File: src/rtl/fcvt_pkg.sv
// Shared definitions for the single-precision conversion unit
// Format constants, operation and rounding encodings, saturation values

`default_nettype none

package fcvt_pkg;

  // ----------------------------------------
  // IEEE 754 single-precision format
  // ----------------------------------------

  // Exponent field width
  localparam int EXP_WIDTH = 8;
  // Stored fraction width, hidden bit excluded
  localparam int MAN_WIDTH = 23;
  // Exponent bias
  localparam int EXP_BIAS  = 127;
  // Integer register width, RV32
  localparam int XLEN      = 32;

  // ----------------------------------------
  // Integer saturation values
  // ----------------------------------------

  // Largest signed 32-bit value
  localparam logic [XLEN-1:0] INT_MAX  = 32'h7FFF_FFFF;
  // Smallest signed 32-bit value
  localparam logic [XLEN-1:0] INT_MIN  = 32'h8000_0000;
  // Largest unsigned 32-bit value
  localparam logic [XLEN-1:0] UINT_MAX = 32'hFFFF_FFFF;

  // ----------------------------------------
  // Encodings
  // ----------------------------------------

  // Conversion opcodes
  // Bit 1 set for integer to float, bit 0 set for unsigned integer side
  typedef enum logic [1:0] {
    FCVT_W_S  = 2'b00,
    FCVT_WU_S = 2'b01,
    FCVT_S_W  = 2'b10,
    FCVT_S_WU = 2'b11
  } fcvt_op_t;

  // Rounding modes, codes 5 to 7 act as round toward zero
  typedef enum logic [2:0] {
    RM_RNE = 3'd0,
    RM_RTZ = 3'd1,
    RM_RDN = 3'd2,
    RM_RUP = 3'd3,
    RM_RMM = 3'd4
  } fcvt_rm_t;

  // Sequencer states
  typedef enum logic [1:0] {
    ST_IDLE    = 2'd0,
    ST_CONVERT = 2'd1,
    ST_ROUND   = 2'd2,
    ST_DONE    = 2'd3
  } fcvt_state_t;

endpackage

`default_nettype wire

File: src/rtl/fcvt_f2i.sv
// Float to 32-bit integer unit
// Truncates toward zero, saturates out-of-range values, raises nv and nx

`default_nettype none

module fcvt_f2i import fcvt_pkg::*; (
  input  logic            clk,
  input  logic            reset_n,
  input  logic            accept,
  input  fcvt_op_t        operation,
  input  logic [XLEN-1:0] fp_operand,
  output logic [XLEN-1:0] int_result,
  output logic            nv,
  output logic            nx
);

  // Latched operand and opcode
  fcvt_op_t                  op_q;
  logic [XLEN-1:0]           fp_q;
  // Result load strobe, one cycle after accept
  logic                      calc_q;

  // Operand fields
  logic                      sign;
  logic [EXP_WIDTH-1:0]      exp_f;
  logic [MAN_WIDTH-1:0]      man_f;
  logic                      is_nan;
  logic                      is_inf;
  logic                      is_zero;
  logic                      is_unsigned;
  logic signed [9:0]         int_exp;

  // Hidden bit plus fraction, shifted into integer position
  logic [XLEN+MAN_WIDTH:0]   shifted;
  logic [XLEN-1:0]           int_part;
  logic [MAN_WIDTH-1:0]      frac;

  logic [XLEN-1:0]           res_d;
  logic                      nv_d;
  logic                      nx_d;

  // ----------------------------------------
  // Operand capture
  // ----------------------------------------
  always_ff @(posedge clk) begin
    if (accept) begin
      op_q <= operation;
      fp_q <= fp_operand;
    end
  end

  always_ff @(posedge clk or negedge reset_n) begin
    if (!reset_n) begin
      calc_q <= 1'b0;
    end else begin
      calc_q <= accept;
    end
  end

  // Classify
  assign sign        = fp_q[XLEN-1];
  assign exp_f       = fp_q[XLEN-2:MAN_WIDTH];
  assign man_f       = fp_q[MAN_WIDTH-1:0];
  assign is_nan      = (exp_f == '1) && (man_f != '0);
  assign is_inf      = (exp_f == '1) && (man_f == '0);
  // Covers both +0.0 and -0.0
  assign is_zero     = (fp_q[XLEN-2:0] == '0);
  assign is_unsigned = op_q[0];
  // Denormals land at -127 and fall in the below-one case
  assign int_exp     = $signed({2'b00, exp_f}) - 10'sd127;

  // Only meaningful for exponents 0 to 31
  assign shifted  = {{XLEN{1'b0}}, 1'b1, man_f} << int_exp[4:0];
  assign int_part = shifted[XLEN+MAN_WIDTH-1:MAN_WIDTH];
  assign frac     = shifted[MAN_WIDTH-1:0];

  // ----------------------------------------
  // Result and flag selection
  // ----------------------------------------
  always_comb begin
    res_d = '0;
    nv_d  = 1'b0;
    nx_d  = 1'b0;
    if (is_nan) begin
      res_d = is_unsigned ? UINT_MAX : INT_MAX;
      nv_d  = 1'b1;
    end else if (is_inf) begin
      if (is_unsigned) begin
        res_d = sign ? '0 : UINT_MAX;
      end else begin
        res_d = sign ? INT_MIN : INT_MAX;
      end
      nv_d = 1'b1;
    end else if (is_zero) begin
      res_d = '0;
    end else if (int_exp < 0) begin
      // Magnitude below one truncates to zero
      nx_d = 1'b1;
    end else if (is_unsigned) begin
      if (sign || int_exp > 31) begin
        // Negative of magnitude one or more, or too large
        res_d = sign ? '0 : UINT_MAX;
        nv_d  = 1'b1;
      end else begin
        res_d = int_part;
        nx_d  = |frac;
      end
    end else if (int_exp > 31 || (int_exp == 31 && !(sign && man_f == '0))) begin
      // Outside -2^31 .. 2^31-1
      res_d = sign ? INT_MIN : INT_MAX;
      nv_d  = 1'b1;
    end else begin
      // Exactly -2^31 negates to itself
      res_d = sign ? -int_part : int_part;
      nx_d  = |frac;
    end
  end

  // Result registers
  always_ff @(posedge clk) begin
    if (calc_q) begin
      int_result <= res_d;
    end
  end

  always_ff @(posedge clk or negedge reset_n) begin
    if (!reset_n) begin
      nv <= 1'b0;
      nx <= 1'b0;
    end else if (calc_q) begin
      nv <= nv_d;
      nx <= nx_d;
    end
  end

  // Invalid and inexact exclude each other
  a_flags_excl: assert property (@(posedge clk) disable iff (!reset_n)
    calc_q |=> !(nv && nx));

endmodule

`default_nettype wire

File: src/rtl/fcvt_i2f.sv
// Integer to float unit
// Normalizes at accept, rounds under the latched mode on advance

`default_nettype none

module fcvt_i2f import fcvt_pkg::*; (
  input  logic            clk,
  input  logic            reset_n,
  input  logic            accept,
  input  logic            advance,
  input  fcvt_op_t        operation,
  input  fcvt_rm_t        rounding_mode,
  input  logic [XLEN-1:0] int_operand,
  output logic [XLEN-1:0] fp_result,
  output logic            nx
);

  // Stage 1 combinational
  logic                  neg_d;
  logic [XLEN-1:0]       abs_d;
  logic [5:0]            lz_d;
  logic [XLEN-1:0]       norm_d;
  logic [EXP_WIDTH-1:0]  exp_d;

  // Stage 1 registers
  logic                  sign_q;
  logic                  zero_q;
  logic [EXP_WIDTH-1:0]  exp_q;
  logic [MAN_WIDTH-1:0]  man_q;
  logic                  guard_q;
  logic                  round_q;
  logic                  sticky_q;

  // Stage 2 combinational
  logic                  inexact;
  logic                  round_up;
  logic [MAN_WIDTH:0]    man_sum;
  logic [EXP_WIDTH-1:0]  exp_r;

  // Leading zero count, 32 for a zero input
  function automatic logic [5:0] clz32(input logic [XLEN-1:0] v);
    logic [5:0] n;
    logic       found;
    n     = '0;
    found = 1'b0;
    for (int i = XLEN - 1; i >= 0; i--) begin
      if (!found) begin
        if (v[i]) begin
          found = 1'b1;
        end else begin
          n = n + 6'd1;
        end
      end
    end
    return n;
  endfunction

  // ----------------------------------------
  // Stage 1, normalize
  // ----------------------------------------

  // Sign only for the signed opcode
  assign neg_d  = !operation[0] && int_operand[XLEN-1];
  // INT_MIN stays 0x80000000, read as unsigned magnitude
  assign abs_d  = neg_d ? -int_operand : int_operand;
  assign lz_d   = clz32(abs_d);
  // Leading one moved to bit 31
  assign norm_d = abs_d << lz_d;
  assign exp_d  = EXP_WIDTH'(EXP_BIAS + XLEN - 1) - EXP_WIDTH'(lz_d);

  always_ff @(posedge clk) begin
    if (accept) begin
      sign_q   <= neg_d;
      zero_q   <= (abs_d == '0);
      exp_q    <= exp_d;
      // Hidden bit at 31 dropped
      man_q    <= norm_d[XLEN-2 -: MAN_WIDTH];
      guard_q  <= norm_d[XLEN-2-MAN_WIDTH];
      round_q  <= norm_d[XLEN-3-MAN_WIDTH];
      sticky_q <= |norm_d[XLEN-4-MAN_WIDTH:0];
    end
  end

  // ----------------------------------------
  // Stage 2, round
  // ----------------------------------------
  assign inexact = guard_q || round_q || sticky_q;

  always_comb begin
    case (rounding_mode)
      RM_RNE:  round_up = guard_q && (round_q || sticky_q || man_q[0]);
      RM_RTZ:  round_up = 1'b0;
      RM_RDN:  round_up = sign_q && inexact;
      RM_RUP:  round_up = !sign_q && inexact;
      RM_RMM:  round_up = guard_q;
      // Reserved codes truncate
      default: round_up = 1'b0;
    endcase
  end

  // Carry out of the fraction bumps the exponent
  assign man_sum = {1'b0, man_q} + (MAN_WIDTH+1)'(round_up);
  assign exp_r   = exp_q + EXP_WIDTH'(man_sum[MAN_WIDTH]);

  always_ff @(posedge clk or negedge reset_n) begin
    if (!reset_n) begin
      fp_result <= '0;
      nx        <= 1'b0;
    end else if (advance) begin
      if (zero_q) begin
        // Zero input gives +0.0
        fp_result <= '0;
        nx        <= 1'b0;
      end else begin
        fp_result <= {sign_q, exp_r, man_sum[MAN_WIDTH-1:0]};
        nx        <= inexact;
      end
    end
  end

  // 32-bit magnitudes stay far below the infinity exponent
  a_no_inf: assert property (@(posedge clk) disable iff (!reset_n)
    advance |=> (fp_result[XLEN-2:MAN_WIDTH] != '1));

endmodule

`default_nettype wire

File: src/rtl/fcvt_seq.sv
// Conversion sequencer
// Runs the start/busy/done FSM and merges the selected unit's result and flags

`default_nettype none

module fcvt_seq import fcvt_pkg::*; (
  input  logic            clk,
  input  logic            reset_n,
  input  logic            start,
  input  fcvt_op_t        operation,
  input  fcvt_rm_t        rounding_mode,
  input  logic [XLEN-1:0] f2i_result,
  input  logic            f2i_nv,
  input  logic            f2i_nx,
  input  logic [XLEN-1:0] i2f_result,
  input  logic            i2f_nx,
  output logic            accept,
  output logic            advance,
  output fcvt_rm_t        rm_latched,
  output logic            busy,
  output logic            done,
  output logic [XLEN-1:0] int_result,
  output logic [XLEN-1:0] fp_result,
  output logic            flag_nv,
  output logic            flag_nx
);

  fcvt_state_t state;
  fcvt_state_t state_next;
  fcvt_op_t    op_q;

  // ----------------------------------------
  // FSM
  // ----------------------------------------

  // Start outside idle is dropped
  assign accept  = (state == ST_IDLE) && start;
  assign advance = (state == ST_CONVERT);
  assign busy    = (state == ST_CONVERT) || (state == ST_ROUND);
  assign done    = (state == ST_DONE);

  always_comb begin
    case (state)
      ST_IDLE:    state_next = start ? ST_CONVERT : ST_IDLE;
      ST_CONVERT: state_next = ST_ROUND;
      ST_ROUND:   state_next = ST_DONE;
      default:    state_next = ST_IDLE;
    endcase
  end

  always_ff @(posedge clk or negedge reset_n) begin
    if (!reset_n) begin
      state      <= ST_IDLE;
      op_q       <= FCVT_W_S;
      rm_latched <= RM_RNE;
    end else begin
      state <= state_next;
      if (accept) begin
        op_q       <= operation;
        rm_latched <= rounding_mode;
      end
    end
  end

  // Output registers, flags start clean on every accept
  always_ff @(posedge clk or negedge reset_n) begin
    if (!reset_n) begin
      int_result <= '0;
      fp_result  <= '0;
      flag_nv    <= 1'b0;
      flag_nx    <= 1'b0;
    end else if (accept) begin
      flag_nv <= 1'b0;
      flag_nx <= 1'b0;
    end else if (state == ST_ROUND) begin
      if (op_q[1]) begin
        // Integer to float never invalid
        fp_result <= i2f_result;
        flag_nv   <= 1'b0;
        flag_nx   <= i2f_nx;
      end else begin
        int_result <= f2i_result;
        flag_nv    <= f2i_nv;
        flag_nx    <= f2i_nx;
      end
    end
  end

  a_done_pulse: assert property (@(posedge clk) disable iff (!reset_n) done |=> !done);
  a_busy_done: assert property (@(posedge clk) disable iff (!reset_n) !(busy && done));

endmodule

`default_nettype wire

File: src/rtl/fp_converter.sv
// RV32 single-precision conversion unit, top level
// Sequencer with the two conversion units side by side

`default_nettype none

module fp_converter import fcvt_pkg::*; (
  input  logic            clk,
  input  logic            reset_n,
  input  logic            start,
  input  fcvt_op_t        operation,
  input  fcvt_rm_t        rounding_mode,
  input  logic [XLEN-1:0] int_operand,
  input  logic [XLEN-1:0] fp_operand,
  output logic            busy,
  output logic            done,
  output logic [XLEN-1:0] int_result,
  output logic [XLEN-1:0] fp_result,
  output logic            flag_nv,
  output logic            flag_nx
);

  // Sequencer controls
  logic            accept;
  logic            advance;
  fcvt_rm_t        rm_latched;

  // Unit results back to the sequencer
  logic [XLEN-1:0] f2i_result;
  logic            f2i_nv;
  logic            f2i_nx;
  logic [XLEN-1:0] i2f_result;
  logic            i2f_nx;

  fcvt_seq i_fcvt_seq (
    .clk           (clk),
    .reset_n       (reset_n),
    .start         (start),
    .operation     (operation),
    .rounding_mode (rounding_mode),
    .f2i_result    (f2i_result),
    .f2i_nv        (f2i_nv),
    .f2i_nx        (f2i_nx),
    .i2f_result    (i2f_result),
    .i2f_nx        (i2f_nx),
    .accept        (accept),
    .advance       (advance),
    .rm_latched    (rm_latched),
    .busy          (busy),
    .done          (done),
    .int_result    (int_result),
    .fp_result     (fp_result),
    .flag_nv       (flag_nv),
    .flag_nx       (flag_nx)
  );

  // Both units start on every accept
  fcvt_f2i i_fcvt_f2i (
    .clk        (clk),
    .reset_n    (reset_n),
    .accept     (accept),
    .operation  (operation),
    .fp_operand (fp_operand),
    .int_result (f2i_result),
    .nv         (f2i_nv),
    .nx         (f2i_nx)
  );

  fcvt_i2f i_fcvt_i2f (
    .clk           (clk),
    .reset_n       (reset_n),
    .accept        (accept),
    .advance       (advance),
    .operation     (operation),
    .rounding_mode (rm_latched),
    .int_operand   (int_operand),
    .fp_result     (i2f_result),
    .nx            (i2f_nx)
  );

endmodule

`default_nettype wire

File: config.mk
export PLATFORM = sky130hd
export DESIGN_NAME = fp_converter
export DESIGN_NICKNAME = d
export VERILOG_FILES = /design/src/rtl/fcvt_pkg.sv /design/src/rtl/fcvt_f2i.sv /design/src/rtl/fcvt_i2f.sv /design/src/rtl/fcvt_seq.sv /design/src/rtl/fp_converter.sv
export SDC_FILE = /design/constraint.sdc
export NUM_CORES = 1
export LEC_CHECK = 0
export ABC_AREA = 1
export BUFFER_PORTS_ARGS = -buffer_cell sky130_fd_sc_hd__buf_2
export CAP_MARGIN = 40
export CORE_ASPECT_RATIO = 0.5
export CORE_UTILIZATION = 60
export CTS_BUF_LIST = sky130_fd_sc_hd__clkbuf_8
export DETAILED_ROUTE_END_ITERATION = 7
export GPL_ROUTABILITY_DRIVEN = 0
export HOLD_SLACK_MARGIN = 0.12
export PLACE_DENSITY = 0.9
export SLEW_MARGIN = 20
export SYNTH_ARGS = -nofsm -noshare
export SYNTH_HDL_FRONTEND = slang
export SYNTH_SLANG_ARGS = --single-unit
File: constraint.sdc
create_clock -name clk -period 6.8 [get_ports clk]
set_input_delay 0.68 -clock clk [delete_from_list [all_inputs] [get_ports clk]]
set_output_delay 0.68 -clock clk [all_outputs]
set_load 0.005 [all_outputs]
==> out/qor.yml, run 1 <==
synth_edf_count: 101
io_pins: 140
ys_warn_count: 0
port_buffers: 139
ys_types: 58
synth.most_common_cell: "nand2_1"
cts_buffers: 34
synthArstFlopShare: 0.517
track_usage: 0.790
haltStage: "global routing"
synth_commonest_cells: "nand2_1 (744), inv_1 (346), o21ai_0 (258)"
cts-root-buf: "clkbuf_8"
hpwl_um: 39700
ys_ff_latch: 209
cts_sinks: 209
syn_avg_cell_area_um2: 6.72
tool.error: "[ERROR GRT-0232] Routing congestion too high. Check the congestion heatmap in the GUI."
placedCellCount: 3392
outcome: "did not finish"
num_rows: 43
synth-main-ff-cell: "dfrtp_1"
cts_buffer_depth: 3
die_x_um: 245
endpoint_type: "register input"
synth_area_leaders: "edfxtp_1 (17%), nand2_1 (16%), dfrtp_1 (15%)"
synthCells: 2625
antenna_found_initial: 21
start_util: 0.624
grt_overflow: 156
grt-worst-endpoint: "i_fcvt_i2f.man_q[16]$_SDFFCE_PN0P_/D"
yosysTopAreaCell: "edfxtp_1"
netlist_area_mm2: 0.0176
h-tree-depth: 2
synth.top_cell.area_share: 0.172
grt_max_degree: 64
synth_nets: 2740
die_y_um: 123
ys_seq_area_frac: 0.325
## cells by family after synthesis
family          count (synthesis)  synth area share
compound gates                442             0.133
flops                         209             0.325
simple gates                 1348             0.342
mux                            58            0.0352
xor+xnor                       46            0.0233
fa+ha+maj                      43            0.0305
buf+inv                       479             0.111
## timing repair
item                                    4_1_cts
resized for setup                           144
hold buffers                                  1
cloned                                        5
endpoints found under the setup margin       34
pin swaps                                   100
setup buffers                                53
endpoints found under the hold margin        27
## metal layers
layer | track usage | overflow
met1 | 0.761 | 9
met2 | 0.936 | 80
met3 | 0.688 | 13
met4 | 0.798 | 53
met5 | 0.541 | 1
## stage by stage
| step | setup WS, ps | TNS (ps) | area, um^2 | utilization | hold WS (ps) |
|---|---|---|---|---|---|
| after CTS | -5960 | -193760 | 23000 | 0.812 | 293 |
| after detailed placement | -6960 | -226600 | 21300 | 0.752 | 465 |
| after global placement | -6510 | -212130 | 21200 | 0.748 | 457 |
| after floorplan | -5880 | -190960 | 17900 | - | 384 |
==> run 2, diff against run 1 <==
--- a/config.mk
+++ b/config.mk
@@ -8,13 +8,10 @@
 export ABC_AREA = 1
 export BUFFER_PORTS_ARGS = -buffer_cell sky130_fd_sc_hd__buf_2
 export CAP_MARGIN = 40
-export CORE_ASPECT_RATIO = 0.5
-export CORE_UTILIZATION = 60
-export CTS_BUF_LIST = sky130_fd_sc_hd__clkbuf_8
+export CORE_UTILIZATION = 40
 export DETAILED_ROUTE_END_ITERATION = 7
 export GPL_ROUTABILITY_DRIVEN = 0
-export HOLD_SLACK_MARGIN = 0.12
-export PLACE_DENSITY = 0.9
+export PLACE_DENSITY_LB_ADDON = 0.15
 export SLEW_MARGIN = 20
 export SYNTH_ARGS = -nofsm -noshare
 export SYNTH_HDL_FRONTEND = slang
==> run 2 against run 1 <==
  * The flow now finishes, with violations (negative setup slack)
  * Synthesized cell count unchanged
  * Synthesized area unchanged
==> out/qor.yml, run 2 <==
outcome: "complete, but fails checks"
violations: "negative setup slack"
switchingPower_w: 0.00246
track_usage: 0.229
cts_sinks: 209
crit_top_cell: "nand2_1"
endpoint: "i_fcvt_i2f.man_q[17]"
viasPerCell: 5.02
synth.top_cell.area_share: 0.172
ctsHoldBuffers: 0
h-tree-depth: 1
p_leak_nw: 12.3
area_growth_syn_to_layout_pct: 42.1
syn_avg_cell_area_um2: 6.72
power.share.sequential: 0.324
grt_max_degree: 64
antenna_cells: 0
clk-insertion-delay-late_ps: 520
grt_overflow: 0
ys_types: 58
m1WireLength_um: 24800
die_x_um: 212
worstMarginPinSlew_ps: 852
synth.most_common_cell: "nand2_1"
timing.final.crit_share: 1.90
placedCellCount: 3622
power_density_mw_per_mm2: 248
setup_viol_count_final: 34
hpwl_um: 39600
synthCells: 2625
yosysTopAreaCell: "edfxtp_1"
core_area_mm2: 0.0433
port_buffers: 139
clock_power_share: 0.199
die_y_um: 212
grt_pass1_wl_um: 85000
relSlewSlack: 0.426
synth_area_leaders: "edfxtp_1 (17%), nand2_1 (16%), dfrtp_1 (15%)"
crit_type: "input port to flip-flop"
drc: 0
grt_setup_unrepaired: "yes"
cts_buffer_depth: 3
cts_buffers: 23
swShare: 0.395
critPathSlowestCell: "a211o_4"
startpoint: "int_operand[3]"
finClkSkew_ps: 17.6
drive_gt1_frac: 0.350
cts-root-buf: "clkbuf_16"
hold_ws_ps: 54.2
netlist_area_mm2: 0.0176
synth-main-ff-cell: "dfrtp_1"
end_kind: "flip-flop"
setup_ws_ps: -6120
r2r-start: "i_fcvt_f2i.fp_q[23]"
wl_met3_um: 2740
synth_commonest_cells: "nand2_1 (744), inv_1 (346), o21ai_0 (258)"
crit_cells: 105
path_clk_slew_ps: 60
vias: 18900
max_freq_mhz: 77.4
io_pins: 140
max_stage_delay_ps: 330
ys_seq_area_frac: 0.325
synth_edf_count: 101
p_int_w: 0.00376
cts_tree: "yes"
topRoutingLayerUsed: "met5"
antenna_found_initial: 1
die-area_mm2: 0.0450
layout_commonest_cell: "nand2_1"
final_cell_mix: "nand2_1 (630), buf_4 (391), inv_1 (317)"
ant_nets: 0
drt_iter0_markers: 1335
irDropWorstVdd_uv: 252
synth_nets: 2740
final_cells: 3772
p_comb_frac: 0.476
r2r_cells: 31
fin_nets: 3287
wl_met2_um: 24400
path_max_fanout: 4
crit_family: "simple AND/OR/NAND/NOR gates"
grt_pass1_vias: 17700
ys_warn_count: 0
start_util: 0.408
num_rows: 76
start_kind: "input port"
r2r_setup_slack_ps: 880
required_ps: 7060
hold_viol: 0
wl_per_cell_um: 14.2
ys_ff_latch: 209
report.final.slew_viol_count: 0
synthArstFlopShare: 0.517
crit_buf_inv: 25
routed_wl_um: 53500
timing.rr.end: "i_fcvt_f2i.int_result[27]"
min_period_ps: 12920
firstDrtPassIters: 6
arrival_ps: 13190
hold_class: "input port to async pin"
maxCapViolCount: 0
run 2: cell counts after synthesis:
Identical to the previous run, type by type.
run 2: cell type report:
type / count / area [um^2]
Clock buffer: 25 / 593
Clock inverter: 15 / 159
Fill cell: 3938 / 18200
Inverter: 394 / 1570
Multi-Input combinational cell: 1938 / 11500
Sequential cell: 209 / 5740
Tap cell: 585 / 732
Timing Repair Buffer: 604 / 4790
Timing Repair inverter: 2 / 13.8
run 2: stage by stage:
stage / setup TNS [ps] / util / cell area (um^2) / power (W) / setup WS (ps)
global placement: -220160 / 0.499 / 21600 / 0.00456 / -6770
floorplan: -190960 / - / 17900 / 0.00368 / -5880
CTS: -199400 / 0.552 / 23900 / 0.00608 / -6110
detailed placement: -228390 / 0.502 / 21700 / 0.00464 / -7010
global route: -225590 / 0.580 / 25100 / 0.00669 / -6930
finish: -198320 / 0.580 / 25100 / 0.00622 / -6120
run 2: what timing repair did:
item	CTS	global route
endpoints found under the setup margin	34	38
gates cloned	6	7
pin swaps	99	146
resized for setup	201	225
setup buffers	68	36
run 2: worst register-to-register path: cells and delay by family (launching register included):
family          cells  cell delay (ps)
buf+inv             8             1010
fa+ha+maj           1              550
simple gates       13             1750
compound gates      9             1970
flops               1              340
run 2: how the worst min path moves through the flow:
stage	end	slack, ps	depth (start not counted)
after floorplan	i_fcvt_f2i.calc_q	380	0
after global placement	i_fcvt_seq.fp_result[22]	460	2
after detailed placement	i_fcvt_seq.int_result[1]	460	1
after CTS	i_fcvt_seq.int_result[31]	50	1
after global routing	i_fcvt_seq.int_result[7]	60	1
final	i_fcvt_seq.int_result[7]	50	1
run 2: power by group through the flow:
stage                     clock (W)  combinational, W  sequential [W]
after global routing        0.00132           0.00330         0.00207
after detailed placement          0           0.00259         0.00204
after global placement            0           0.00253         0.00203
after floorplan                   0           0.00166         0.00202
final                       0.00124           0.00296         0.00202
after CTS                   0.00127           0.00278         0.00202
run 2: kinds of logic (layout without fill, tap and decap cells):
family / count (synthesis) / in the layout / synth area share
AND/OR/NAND/NOR: 1348 / 1349 / 0.342
buffers and inverters: 479 / 1040 / 0.111
AO/OA/AOI/OAI: 442 / 442 / 0.133
flip-flops: 209 / 209 / 0.325
multiplexers: 58 / 58 / 0.0352
XOR/XNOR: 46 / 46 / 0.0233
adder cells (fa/ha/maj): 43 / 43 / 0.0305
run 2: per-layer routing:
| metal | global-route usage | vias up |
|---|---|---|
| li1 | - | 9619 |
| met1 | 0.319 | 8637 |
| met2 | 0.374 | 556 |
| met3 | 0.0230 | 108 |
| met4 | 0.0677 | 2 |
| met5 | 0 | - |
Power figures use the tool's default switching activity.
